### config.mk
export PLATFORM = sky130hd
export DESIGN_NAME = dwc_addr_downconv
export DESIGN_NICKNAME = d
export VERILOG_FILES = /design/src/hdl/dwc_pkg.sv /design/src/hdl/decoded_cmd_if.sv /design/src/hdl/dwc_addr_downconv.sv /design/src/hdl/burst_splitter.sv /design/src/hdl/cmd_queue.sv /design/src/hdl/burst_length_calc.sv
export VERILOG_INCLUDE_DIRS = /design/src /design/src/hdl
export SDC_FILE = /design/constraint.sdc
export NUM_CORES = 1
export LEC_CHECK = 0
export BUFFER_PORTS_ARGS = -buffer_cell sky130_fd_sc_hd__buf_2
export CORE_UTILIZATION = 60
export DETAILED_ROUTE_END_ITERATION = 8
export PLACE_DENSITY = 0.84
export SETUP_SLACK_MARGIN = 0.02
export SLEW_MARGIN = 20
export SYNTH_ARGS = -nofsm -noshare
export SYNTH_HDL_FRONTEND = slang
export SYNTH_SLANG_ARGS = --single-unit
### constraint.sdc
create_clock -name ACLK -period 4.2 [get_ports ACLK]
set_clock_uncertainty 0.1 [all_clocks]
set_input_delay 0.84 -clock ACLK [delete_from_list [all_inputs] [get_ports ACLK]]
set_output_delay 0.84 -clock ACLK [all_outputs]
set_load 0.005 [all_outputs]
### src/hdl/dwc_defines.svh
`ifndef DWC_DEFINES_SVH
`define DWC_DEFINES_SVH

//////////////////////////////////////////////////
// bus widths
//////////////////////////////////////////////////

`define DWC_ADDR_WIDTH      20
`define DWC_ID_WIDTH        2

//////////////////////////////////////////////////
// sizes and burst limits
//////////////////////////////////////////////////

// log2 of slave bytes per beat, 32-bit slave
`define DWC_SLV_SIZE        2
`define DWC_MST_SIZE_MAX    3
`define DWC_MAX_SLV_BEATS   16
`define DWC_BURST_INCR      2'b01

// decoded request queue, power of two
`define DWC_QUEUE_DEPTH     4

// 0 forces slave ID to zero
`define DWC_READ_INTERLEAVE 1

`endif
### src/hdl/dwc_pkg.sv
`include "dwc_defines.svh"

package dwc_pkg;

   //////////////////////////////////////////////////
   // vector types
   //////////////////////////////////////////////////

   typedef logic [`DWC_ADDR_WIDTH-1:0] addr_t;
   typedef logic [`DWC_ID_WIDTH-1:0]   id_t;

   // AXI size code
   typedef logic [2:0] size_t;

   // AXI length field, beats minus one
   typedef logic [7:0] alen_t;

   // slave beats of a whole master burst, up to 256 x 2
   typedef logic [9:0] beats_t;

   // low address bits for the data path, 64-byte window
   typedef logic [5:0] addr_lo_t;

   //////////////////////////////////////////////////
   // splitter FSM
   //////////////////////////////////////////////////

   typedef enum logic [0:0] {
      WAIT_REQ,
      SEND_BURST
   } splitter_state_e;

endpackage

### src/hdl/decoded_cmd_if.sv
// one decoded master request, valid/ready handshake
interface decoded_cmd_if;

   logic             valid;
   logic             ready;
   dwc_pkg::id_t     id;
   dwc_pkg::addr_t   addr;
   dwc_pkg::beats_t  beats;
   dwc_pkg::size_t   size;

   modport src (
      output valid,
      output id,
      output addr,
      output beats,
      output size,
      input  ready
   );

   modport snk (
      input  valid,
      input  id,
      input  addr,
      input  beats,
      input  size,
      output ready
   );

endinterface

### src/hdl/dwc_addr_downconv.sv
`include "dwc_defines.svh"

module dwc_addr_downconv (
   input  logic                ACLK,
   input  logic                sysReset,

   // master address channel
   input  logic                mst_avalid,
   output logic                mst_aready,
   input  dwc_pkg::id_t        mst_aid,
   input  dwc_pkg::addr_t      mst_aaddr,
   input  dwc_pkg::alen_t      mst_alen,
   input  dwc_pkg::size_t      mst_asize,
   input  logic [1:0]          mst_aburst,

   // slave address channel
   output logic                slv_avalid,
   input  logic                slv_aready,
   output dwc_pkg::id_t        slv_aid,
   output dwc_pkg::addr_t      slv_aaddr,
   output dwc_pkg::alen_t      slv_alen,
   output dwc_pkg::size_t      slv_asize,
   output logic [1:0]          slv_aburst,

   // data path command FIFO
   input  logic                cmd_fifo_nearly_full,
   output logic                cmd_we,
   output dwc_pkg::id_t        cmd_id,
   output dwc_pkg::addr_lo_t   cmd_addr_lo,
   output dwc_pkg::beats_t     cmd_beats,
   output logic                cmd_last
);

   import dwc_pkg::*;

   decoded_cmd_if dec_q ();
   decoded_cmd_if q_spl ();

   //////////////////////////////////////////////////
   // decoder, queue, splitter
   //////////////////////////////////////////////////

   burst_length_calc i_burst_length_calc (
      .ACLK        (ACLK),
      .sysReset    (sysReset),
      .mst_avalid  (mst_avalid),
      .mst_aready  (mst_aready),
      .mst_aid     (mst_aid),
      .mst_aaddr   (mst_aaddr),
      .mst_alen    (mst_alen),
      .mst_asize   (mst_asize),
      .mst_aburst  (mst_aburst),
      .req         (dec_q)
   );

   cmd_queue i_cmd_queue (
      .ACLK        (ACLK),
      .sysReset    (sysReset),
      .wr          (dec_q),
      .rd          (q_spl)
   );

   burst_splitter i_burst_splitter (
      .ACLK                 (ACLK),
      .sysReset             (sysReset),
      .req                  (q_spl),
      .slv_avalid           (slv_avalid),
      .slv_aready           (slv_aready),
      .slv_aid              (slv_aid),
      .slv_aaddr            (slv_aaddr),
      .slv_alen             (slv_alen),
      .slv_asize            (slv_asize),
      .slv_aburst           (slv_aburst),
      .cmd_fifo_nearly_full (cmd_fifo_nearly_full),
      .cmd_we               (cmd_we),
      .cmd_id               (cmd_id),
      .cmd_addr_lo          (cmd_addr_lo),
      .cmd_beats            (cmd_beats),
      .cmd_last             (cmd_last)
   );

endmodule

### src/hdl/burst_splitter.sv
`include "dwc_defines.svh"

module burst_splitter (
   input  logic                ACLK,
   input  logic                sysReset,
   decoded_cmd_if.snk          req,
   output logic                slv_avalid,
   input  logic                slv_aready,
   output dwc_pkg::id_t        slv_aid,
   output dwc_pkg::addr_t      slv_aaddr,
   output dwc_pkg::alen_t      slv_alen,
   output dwc_pkg::size_t      slv_asize,
   output logic [1:0]          slv_aburst,
   input  logic                cmd_fifo_nearly_full,
   output logic                cmd_we,
   output dwc_pkg::id_t        cmd_id,
   output dwc_pkg::addr_lo_t   cmd_addr_lo,
   output dwc_pkg::beats_t     cmd_beats,
   output logic                cmd_last
);

   import dwc_pkg::*;

   localparam beats_t max_beats = beats_t'(`DWC_MAX_SLV_BEATS);

   splitter_state_e state;
   beats_t          remaining;
   logic            last_piece;
   id_t             cur_id;

   beats_t head_piece;
   beats_t next_piece;
   beats_t cur_beats;
   addr_t  align_mask;
   addr_t  next_addr;
   logic   slv_hs;
   logic   load_first;
   logic   load_next;

   // one slave burst never exceeds the max length
   function automatic beats_t piece_of(input beats_t total);
      beats_t piece;
      piece = (total > max_beats) ? max_beats : total;
      return piece;
   endfunction

   assign head_piece = piece_of(req.beats);
   assign next_piece = piece_of(remaining);
   assign cur_beats  = beats_t'(slv_alen) + beats_t'(1);

   //////////////////////////////////////////////////
   // address of the following piece
   //////////////////////////////////////////////////

   assign align_mask = {`DWC_ADDR_WIDTH{1'b1}} << slv_asize;
   assign next_addr  = (slv_aaddr & align_mask) + (addr_t'(cur_beats) << slv_asize);

   assign slv_hs     = slv_avalid & slv_aready;
   assign load_first = (state == WAIT_REQ) && req.valid && !cmd_fifo_nearly_full;
   assign load_next  = (state == SEND_BURST) && slv_hs && !last_piece;

   // pop the head with the last piece
   assign req.ready  = (state == SEND_BURST) && slv_hs && last_piece;

   always_ff @(posedge ACLK or negedge sysReset)
   begin
      if (!sysReset)
      begin
         state      <= WAIT_REQ;
         slv_avalid <= 1'b0;
         remaining  <= '0;
         last_piece <= 1'b0;
      end
      else
      begin
         case (state)
            WAIT_REQ:
            begin
               if (load_first)
               begin
                  remaining  <= req.beats - head_piece;
                  last_piece <= (req.beats == head_piece);
                  slv_avalid <= 1'b1;
                  state      <= SEND_BURST;
               end
            end
            SEND_BURST:
            begin
               if (slv_hs && last_piece)
               begin
                  slv_avalid <= 1'b0;
                  state      <= WAIT_REQ;
               end
               else if (load_next)
               begin
                  remaining  <= remaining - next_piece;
                  last_piece <= (remaining == next_piece);
                  // a raised valid stays, a new one waits for room
                  slv_avalid <= !cmd_fifo_nearly_full;
               end
               else if (!slv_avalid && !cmd_fifo_nearly_full)
                  slv_avalid <= 1'b1;
            end
            default:
               state <= WAIT_REQ;
         endcase
      end
   end

   always_ff @(posedge ACLK)
   begin
      if (load_first)
      begin
         slv_aaddr <= req.addr;
         slv_alen  <= alen_t'(head_piece - beats_t'(1));
         slv_asize <= req.size;
         cur_id    <= req.id;
      end
      else if (load_next)
      begin
         slv_aaddr <= next_addr;
         slv_alen  <= alen_t'(next_piece - beats_t'(1));
      end
   end

   assign slv_aid    = (`DWC_READ_INTERLEAVE != 0) ? cur_id : '0;
   assign slv_aburst = `DWC_BURST_INCR;

   //////////////////////////////////////////////////
   // command record for the data path
   //////////////////////////////////////////////////

   assign cmd_we      = slv_hs;
   assign cmd_id      = cur_id;
   assign cmd_addr_lo = slv_aaddr[5:0];
   assign cmd_beats   = cur_beats;
   assign cmd_last    = last_piece;

   a_valid_held: assert property (@(posedge ACLK) disable iff (!sysReset)
      slv_avalid && !slv_aready |=> slv_avalid);

   a_fields_stable: assert property (@(posedge ACLK) disable iff (!sysReset)
      slv_avalid && !slv_aready |=> $stable({slv_aid, slv_aaddr, slv_alen, slv_asize}));

endmodule

### src/hdl/cmd_queue.sv
`include "dwc_defines.svh"

module cmd_queue (
   input  logic        ACLK,
   input  logic        sysReset,
   decoded_cmd_if.snk  wr,
   decoded_cmd_if.src  rd
);

   import dwc_pkg::*;

   localparam int ptr_w = $clog2(`DWC_QUEUE_DEPTH);
   localparam logic [ptr_w:0] full_count = `DWC_QUEUE_DEPTH;

   id_t    id_mem    [`DWC_QUEUE_DEPTH];
   addr_t  addr_mem  [`DWC_QUEUE_DEPTH];
   beats_t beats_mem [`DWC_QUEUE_DEPTH];
   size_t  size_mem  [`DWC_QUEUE_DEPTH];

   logic [ptr_w-1:0] wr_ptr;
   logic [ptr_w-1:0] rd_ptr;
   logic [ptr_w:0]   count;
   logic             wr_hs;
   logic             rd_hs;

   assign wr.ready = (count != full_count);
   assign rd.valid = (count != '0);
   assign wr_hs    = wr.valid & wr.ready;
   assign rd_hs    = rd.valid & rd.ready;

   // head entry
   assign rd.id    = id_mem[rd_ptr];
   assign rd.addr  = addr_mem[rd_ptr];
   assign rd.beats = beats_mem[rd_ptr];
   assign rd.size  = size_mem[rd_ptr];

   always_ff @(posedge ACLK)
   begin
      if (wr_hs)
      begin
         id_mem[wr_ptr]    <= wr.id;
         addr_mem[wr_ptr]  <= wr.addr;
         beats_mem[wr_ptr] <= wr.beats;
         size_mem[wr_ptr]  <= wr.size;
      end
   end

   // pointers wrap on their own, depth is a power of two
   always_ff @(posedge ACLK or negedge sysReset)
   begin
      if (!sysReset)
      begin
         wr_ptr <= '0;
         rd_ptr <= '0;
         count  <= '0;
      end
      else
      begin
         if (wr_hs)
            wr_ptr <= wr_ptr + 1'b1;
         if (rd_hs)
            rd_ptr <= rd_ptr + 1'b1;
         case ({wr_hs, rd_hs})
            2'b10:   count <= count + 1'b1;
            2'b01:   count <= count - 1'b1;
            default: count <= count;
         endcase
      end
   end

   a_no_overflow: assert property (@(posedge ACLK) disable iff (!sysReset)
      count <= full_count);

endmodule

### src/hdl/burst_length_calc.sv
`include "dwc_defines.svh"

module burst_length_calc (
   input  logic              ACLK,
   input  logic              sysReset,
   input  logic              mst_avalid,
   output logic              mst_aready,
   input  dwc_pkg::id_t      mst_aid,
   input  dwc_pkg::addr_t    mst_aaddr,
   input  dwc_pkg::alen_t    mst_alen,
   input  dwc_pkg::size_t    mst_asize,
   input  logic [1:0]        mst_aburst,
   decoded_cmd_if.src        req
);

   import dwc_pkg::*;

   beats_t len_beats;
   size_t  size_diff;

   assign len_beats = beats_t'(mst_alen) + beats_t'(1);
   assign size_diff = mst_asize - size_t'(`DWC_SLV_SIZE);

   // wider master beats become several slave beats
   always_comb
   begin
      if (mst_asize > size_t'(`DWC_SLV_SIZE))
      begin
         req.beats = len_beats << size_diff;
         req.size  = size_t'(`DWC_SLV_SIZE);
      end
      else
      begin
         req.beats = len_beats;
         req.size  = mst_asize;
      end
   end

   assign req.valid  = mst_avalid;
   assign req.id     = mst_aid;
   assign req.addr   = mst_aaddr;
   assign mst_aready = req.ready;

   //////////////////////////////////////////////////
   // master request checks
   //////////////////////////////////////////////////

   a_incr_only: assert property (@(posedge ACLK) disable iff (!sysReset)
      mst_avalid && mst_aready |-> mst_aburst == `DWC_BURST_INCR);

   a_size_max: assert property (@(posedge ACLK) disable iff (!sysReset)
      mst_avalid && mst_aready |-> mst_asize <= size_t'(`DWC_MST_SIZE_MAX));

endmodule

==> flow_summary.toml, run 1 <==
[outcome]
status = "finished, final reports clean"

[sta]
grt_setup_unrepaired = "no"
drv_slew = 0
clock.fmax_mhz = 258
finalSetupViolCount = 0
period_minus_slack_ns = 3.87
finalWorstSetupSlack_ns = 0.327
maxSlewHeadroom_pct = 37.9
holdWs_ns = 0.250
period_share_pct = 92.2
finalSetupTns_ns = 0
hold_violations = 0
worst_slew_pin_slew_ns = 0.931

[floorplan]
dieArea_um2 = 17000
start_util_pct = 61.7
die_w_um = 130
io_pins = 97
core_um2 = 16000
rows = 46
fp.dieH_um = 130

[place]
place_ws_ns = 0.282
placed_cells = 1047
globalplace.congestion = 0.899
dp_hpwl_um = 13700
placed_area_um2 = 10500
port_buffers = 91

[routing]
vias = 6704
wl_per_cell_um = 19.3
wl_um = 20800
antenna_left = 0
via_per_inst = 6.20
drt_iter0_drc = 685
drc = 0
dr.pass1.iters = 5

[clock_network]
clock_latency_ns = 0.43
ctsHoldBuffers = 0
cts_resized = 0
cts_setup_buffers = 0
cts_tree = "built"
root_buffer = "clkbuf_16"
htreeDepth = 4
cts_num_sinks = 193
cts_inserted_buffers = 17
path_clk_slew_ns = 0.07
clockBufferDepth = 2

[hold_path]
holdCritPathClass = "input pin to asynchronous set/reset pin"

[synth]
synth-simple-area-share_pct = 10.2
synth_mux_area_share_pct = 10.2
synth_edf_count = 173
synthFlopType = "edfxtp_1"
syn_inst = 765
synth_xor_area_share_pct = 3.01
synthAdderAreaFrac_pct = 4.08
ys_ff_latch = 193
ys_types = 71
yosysWarnings = 0
synth_top_family_by_area = "compound AO/OA/AOI/OAI gates"
syn_area_um2 = 9880
syn_avg_cell_area_um2 = 12.9
yosysSeqAreaShare_pct = 57.6
ys_async_sr_fraction_pct = 10.4
synth-compound-area-share_pct = 11.6

[pwr]
peakVddDrop_mv = 0.383
power_density_nw_per_um2 = 708
p_switching_mw = 2.90
power_frac_seq_pct = 39.6
switching_share_pct = 36.9
internal-power_mw = 4.97
pwr-share-clk_pct = 20.4
power_mw = 7.87
p_comb_share_pct = 40.1
p_leak_nw = 4.19

[finish]
area_delta_synth_final_pct = 12.6
fin_util_pct = 69.5
ff_latch_area_um2 = 5700
final_cell_mix = "edfxtp_1 (173), buf_2 (91), nor2_1 (55), nand2_1 (55)"
postLayoutCellArea_um2 = 11100
finalNonFillerCells = 1081
nFillCells = 1112
multiInputGateArea_um2 = 3890
final_layout_size_suffix_gt1_share_pct = 21.9
layout_commonest_cell = "edfxtp_1"
final_nets = 921

[worst_setup_path]
rr_endpoint = "i_burst_splitter.slv_aaddr[18]$_DFFE_PP_"
crit_slowest_cell = "edfxtp_1"
cp.arrival_ns = 3.95
crit_path_max_incr_delay_ns = 0.50
ff2ff_path_depth = 14
reg2reg_slack_ns = 0.33
crit_path_cell_trace = "ha_1 -> nand3_1 -> xnor2_1 -> mux2i_1 -> nor2_1 -> a211oi_1 -> a21oi_1 -> ha_1 -> a21o_1 -> a21oi_1 -> a31oi_2 -> o2111ai_1 -> nor4b_1 -> o31ai_1"
start_kind = "flop"
rr_startpoint = "i_burst_splitter.slv_alen[0]$_DFFE_PP_"
endpoint_kind = "flop"
required_ns = 4.28
crit_fanout = 8
crit_type = "flop to flop"

[global_routing]
grt_pass1_vias = 6319
grt_pass1_wl_um = 32400
antenna_found_initial = 2
track_usage_pct = 25.9
grt_max_degree = 36
grt-ovfl-total = 0

[flow_run]
maxCapViolCount = 0
==> sequential cells by signal, indices dropped and copies added, names as in the netlist <==
| signal | cells |
|---|---|
| i_burst_splitter.state | 1 |
| i_burst_splitter.cmd_id | 2 |
| i_cmd_queue.addr_mem | 80 |
| i_cmd_queue.rd_ptr | 2 |
| i_cmd_queue.size_mem | 12 |
| i_burst_splitter.slv_alen | 8 |
| i_cmd_queue.beats_mem | 40 |
| i_burst_splitter.slv_aaddr | 20 |
| i_burst_splitter.slv_avalid | 1 |
| i_burst_splitter.slv_asize | 3 |
| i_cmd_queue.id_mem | 8 |
| i_cmd_queue.count | 3 |
| i_burst_splitter.remaining | 10 |
| i_cmd_queue.wr_ptr | 2 |
| i_burst_splitter.cmd_last | 1 |
==> cells in the mapped netlist, types with 3 or more instances <==
cell type  number  area, um^2
nor4_1          4        25.0
ha_1           29         363
o21a_1          4        30.0
mux2_2          4        45.0
a21oi_1        42         210
nand2_1        55         206
o2111ai_1       3        26.3
a22o_1          5        43.8
nand3_1        17        85.1
nor2b_1         5        31.3
inv_1          27         101
buf_2           3        15.0
o211ai_1        5        37.5
nand2b_1        6        37.5
o21ai_1         4        20.0
nor3_1         16        80.1
a21o_1         13        97.6
a211oi_1        5        37.5
clkbuf_1       20        75.1
mux2i_1        16         160
and2_1         12        75.1
nor4b_1         3        26.3
or3_1           5        31.3
buf_4          12        90.1
o21ai_0        43         215
mux4_2         32         721
xnor2_1        18         158
or2_2           4        25.0
edfxtp_1      173        5190
and3_1         13        81.3
nor2_1         55         206
dfrtp_1        20         500
o31ai_1         7        52.6
xor2_1         16         140
mux4_1          3        78.8
o22ai_1         3        18.8
buf_1           5        18.8
o221ai_1        3        26.3
o211a_1         3        30.0
a31oi_1         7        43.8
==> worst max-delay path: cells and delay by family (launching register included) <==
kind,cells,cell delay (ns)
AO/OA/AOI/OAI,7,1.38
XOR/XNOR,1,0.20
adder cells (fa/ha/maj),2,0.66
AND/OR/NAND/NOR,3,0.51
flip-flops,1,0.50
multiplexers,1,0.27
==> power by group through the flow <==
stage               registers (mW)  logic [mW]  clock network [mW]
floorplan                     3.00        2.35                   0
global placement              3.11        3.00                   0
detailed placement            3.14        3.07                   0
CTS                           3.11        3.13                1.63
global route                  3.17        3.46                1.69
finish                        3.11        3.15                1.60
==> worst max path at each step <==
stage	startpoint	endpoint	slack, ns
4_1_cts	i_burst_splitter.slv_alen[0]$_DFFE_PP_	i_burst_splitter.slv_aaddr[18]$_DFFE_PP_	0.24
3_5_place_dp	i_burst_splitter.slv_alen[2]$_DFFE_PP_	i_burst_splitter.slv_aaddr[18]$_DFFE_PP_	0.28
6_report	i_burst_splitter.slv_alen[0]$_DFFE_PP_	i_burst_splitter.slv_aaddr[18]$_DFFE_PP_	0.33
5_1_grt	i_burst_splitter.slv_alen[0]$_DFFE_PP_	i_burst_splitter.slv_aaddr[18]$_DFFE_PP_	0.06
3_3_place_gp	i_burst_splitter.slv_alen[0]$_DFFE_PP_	i_burst_splitter.slv_aaddr[18]$_DFFE_PP_	0.42
2_1_floorplan	i_burst_splitter.slv_alen[0]$_DFFE_PP_	i_burst_splitter.slv_aaddr[11]$_DFFE_PP_	0.80
==> logic make-up after synthesis <==
logic type,Yosys count
simple gates,205
flops,193
compound gates,175
buf+inv,70
mux,55
xor+xnor,34
fa+ha+maj,31
other cells,2
==> metal layers <==
layer / part of all wire [%] / track usage (%) / vias up
li1: - / - / 3093
met1: 42 / 34.6 / 3242
met2: 48 / 41.2 / 324
met3: 7.1 / 5.41 / 45
met4: 2.6 / 11.8 / 0
met5: 0 / 0 / -
==> area by class of cell <==
| type | instances | share of cell area, % |
|---|---|---|
| antenna | 2 | 0.0450 |
| inverter | 29 | 0.979 |
| multi-input combinational | 505 | 34.9 |
| clock inverter | 14 | 1.53 |
| sequential | 193 | 51.2 |
| clock buffer | 18 | 3.86 |
| timing repair buffer | 104 | 4.97 |
| tap | 216 | 2.43 |
Power figures use the tool's default switching activity.
==> run 2: changes to the inputs <==
- CELL_PAD_IN_SITES_DETAIL_PLACEMENT: unset -> 2
- CELL_PAD_IN_SITES_GLOBAL_PLACEMENT: unset -> 2
- CORE_UTILIZATION: 60 -> 41
- PLACE_DENSITY: 0.84 -> 0.82
- SYNTH_HIERARCHICAL: unset -> 1
==> flow_summary.toml, run 2 <==
[sta]
finalWorstSetupSlack_ns = 0.121
clock.fmax_mhz = 245
grt_setup_unrepaired = "yes"
period_share_pct = 97.1
finalSetupViolCount = 0
maxSlewHeadroom_pct = 32.2
worst_slew_pin_slew_ns = 1.02
drv_slew = 0
period_minus_slack_ns = 4.08
hold_violations = 0

[finish]
insertedDiodeCount = 0
layout_commonest_cell = "edfxtp_1"
top_register = "i_cmd_queue/addr_mem"
nFillCells = 2429
final_layout_size_suffix_gt1_share_pct = 24.1
fin_util_pct = 47.0
top_regs = "i_cmd_queue/addr_mem x80, i_cmd_queue/beats_mem x40, i_burst_splitter/slv_aaddr x20"
finalNonFillerCells = 1194
largest_reg_flops = 80
final_nets = 926
area_delta_synth_final_pct = 11.9
final_cell_mix = "edfxtp_1 (173), buf_2 (91), nand2_1 (73)"

[synth]
syn_area_um2 = 10200
synthFlopType = "edfxtp_1"
synth_edf_count = 173
ys_types = 81
yosysSeqAreaShare_pct = 55.7
ys_async_sr_fraction_pct = 10.4
yosysTopAreaCell = "edfxtp_1"
synth.most_common_cell = "edfxtp_1"
syn_avg_cell_area_um2 = 12.7
syn_inst = 803
netlist.area_leader.share_pct = 50.8
yosys-top-cells-area = "edfxtp_1 (51%), mux4_2 (7.7%), dfrtp_1 (4.9%)"
yosysWarnings = 6
ys_ff_latch = 193
yosys-top-cells-count = "edfxtp_1 (173), nand2_1 (73), a21oi_1 (46), buf_4 (43), nor2_1 (40)"

[clock_network]
clock_latency_ns = 0.46
cts_inserted_buffers = 17
clockBufferDepth = 2
cts_tree = "built"
root_buffer = "clkbuf_16"
htreeDepth = 4
path_clk_slew_ns = 0.08
cts_num_sinks = 193

[pwr]
pwr-share-clk_pct = 20.5
power_density_nw_per_um2 = 742
internal-power_mw = 5.04
peakVddDrop_mv = 0.338
switching_share_pct = 40.7
p_comb_share_pct = 41.8
power_frac_seq_pct = 37.6
power_mw = 8.49
p_leak_nw = 4.25
p_switching_mw = 3.46

[global_routing]
grt_pass1_vias = 7352
grt-ovfl-total = 0
grt_max_degree = 36
antenna_found_initial = 0
track_usage_pct = 23.7
grt_pass1_wl_um = 45700

[worst_setup_path]
ff2ff_path_depth = 13
reg2reg_slack_ns = 0.12
crit_type = "flop to flop"
start_kind = "flop"
crit_path_cell_trace = "and4_1 -> and2_0 -> a22o_1 -> a211o_1 -> mux2_2 -> mux2i_1 -> ha_1 -> a21oi_2 -> and2_1 -> o21ai_1 -> a31oi_2 -> xor2_1 -> o21ai_0"
crit_path_max_incr_delay_ns = 0.47
endpoint_kind = "flop"
rr_endpoint = "i_burst_splitter/slv_aaddr[16]$_DFFE_PP_"
crit_fanout = 7
cp.arrival_ns = 4.16
rr_startpoint = "i_burst_splitter/slv_alen[3]$_DFFE_PP_"
crit_slowest_cell = "edfxtp_1"
required_ns = 4.28

[routing]
antenna_left = 0
vias = 6975
via_per_inst = 5.84
drc = 0
wl_per_cell_um = 24.5
dr.pass1.iters = 5
wl_um = 29200
drt_iter0_drc = 422

[floorplan]
core_um2 = 24400
die_w_um = 160
rows = 57
start_util_pct = 42.0
fp.dieH_um = 160
io_pins = 97
dieArea_um2 = 25600

[place]
place_ws_ns = 0.118
port_buffers = 91
dp_hpwl_um = 20500
placed_cells = 1162
globalplace.congestion = 0.835

[outcome]
status = "finished, final reports clean"

[hold_path]
holdCritPathClass = "input pin to asynchronous set/reset pin"

[flow_run]
maxCapViolCount = 0
## run 2: changes by cell type in the layout (fill, tap and decap cells not counted), sizes merged, moves of 4 or more
cell and delta:
xnor2 -4, a21oi +4, nor3b +4, nor3 -8, o21ai -11, nor2 -15, mux2i +6, nand2 +18
nor2b +4, a41oi +4
## run 2: power by group through the flow
| stage | combinational [mW] | sequential [mW] | clock [mW] |
|---|---|---|---|
| after floorplan | 2.49 | 3.01 | 0 |
| after global placement | 3.22 | 3.16 | 0 |
| after detailed placement | 3.43 | 3.22 | 0 |
| after CTS | 3.53 | 3.20 | 1.78 |
| after global routing | 3.85 | 3.26 | 1.83 |
| final | 3.55 | 3.20 | 1.74 |
## run 2: final cells by class
cell class / count / area (um^2) / share of cell area (%)
sequential: 193 / 5700 / 49.8
multi-input combinational: 514 / 4040 / 35.3
timing repair buffer: 105 / 561 / 4.89
clock buffer: 17 / 425 / 3.71
tap: 324 / 405 / 3.54
clock inverter: 15 / 223 / 1.94
inverter: 26 / 97.6 / 0.852
## run 2: logic make-up (layout without fill, tap and decap cells)
group           after synthesis  in the layout  share of synthesized area, %
compound gates              175            175                          11.4
xor+xnor                     30             30                          2.57
fa+ha+maj                    29             29                          3.69
buf+inv                      99            163                          5.32
flops                       193            193                          55.7
mux                          63             63                          10.6
other cells                   2              5                        0.0734
simple gates                212            212                          10.8
## run 2: metal layers
layer  vias up  wire length (um)  GRT usage (%)
met5         -                 0              0
met4         0               384           5.84
met3        30              1010           3.56
met2       168             14700           39.8
met1      3623             13200           32.4
li1       3154                 -              -
## run 2: critical path, delay by kind of cell (launching register included)
kind | cells | cell delay [ns]
mux | 2 | 0.43
fa+ha+maj | 1 | 0.35
compound gates | 6 | 1.49
simple gates | 3 | 0.69
xor+xnor | 1 | 0.26
flops | 1 | 0.47
## run 2: worst max path at each step
stage                                           endpoint                                   start  cells after the start
6_report        i_burst_splitter/slv_aaddr[16]$_DFFE_PP_  i_burst_splitter/slv_alen[3]$_DFFE_PP_                     13
5_1_grt         i_burst_splitter/slv_aaddr[16]$_DFFE_PP_  i_burst_splitter/slv_alen[3]$_DFFE_PP_                     13
4_1_cts         i_burst_splitter/slv_aaddr[14]$_DFFE_PP_  i_burst_splitter/slv_alen[3]$_DFFE_PP_                     13
3_5_place_dp    i_burst_splitter/slv_aaddr[16]$_DFFE_PP_  i_burst_splitter/slv_alen[3]$_DFFE_PP_                     13
3_3_place_gp   i_burst_splitter/remaining[4]$_DFFE_PN0P_       i_cmd_queue/rd_ptr[0]$_DFFE_PN0P_                     11
2_1_floorplan   i_burst_splitter/slv_aaddr[18]$_DFFE_PP_  i_burst_splitter/slv_alen[0]$_DFFE_PP_                     14
## run 2: repair_timing
action	4_1_cts	5_1_grt
hold endpoints to repair	0	0
setup buffers	0	0
gates resized for setup	0	7
hold buffers	0	0
setup endpoints to repair	0	9
## run 2: metrics by stage
step                      cell area [um^2]  hold WS (ns)  setup TNS (ns)
after floorplan                      10200         0.349               0
after CTS                            11400         0.252               0
after global placement               10800         0.366               0
after global routing                 11500         0.277         -0.0577
final                                11500         0.257               0
after detailed placement             10800         0.378               0
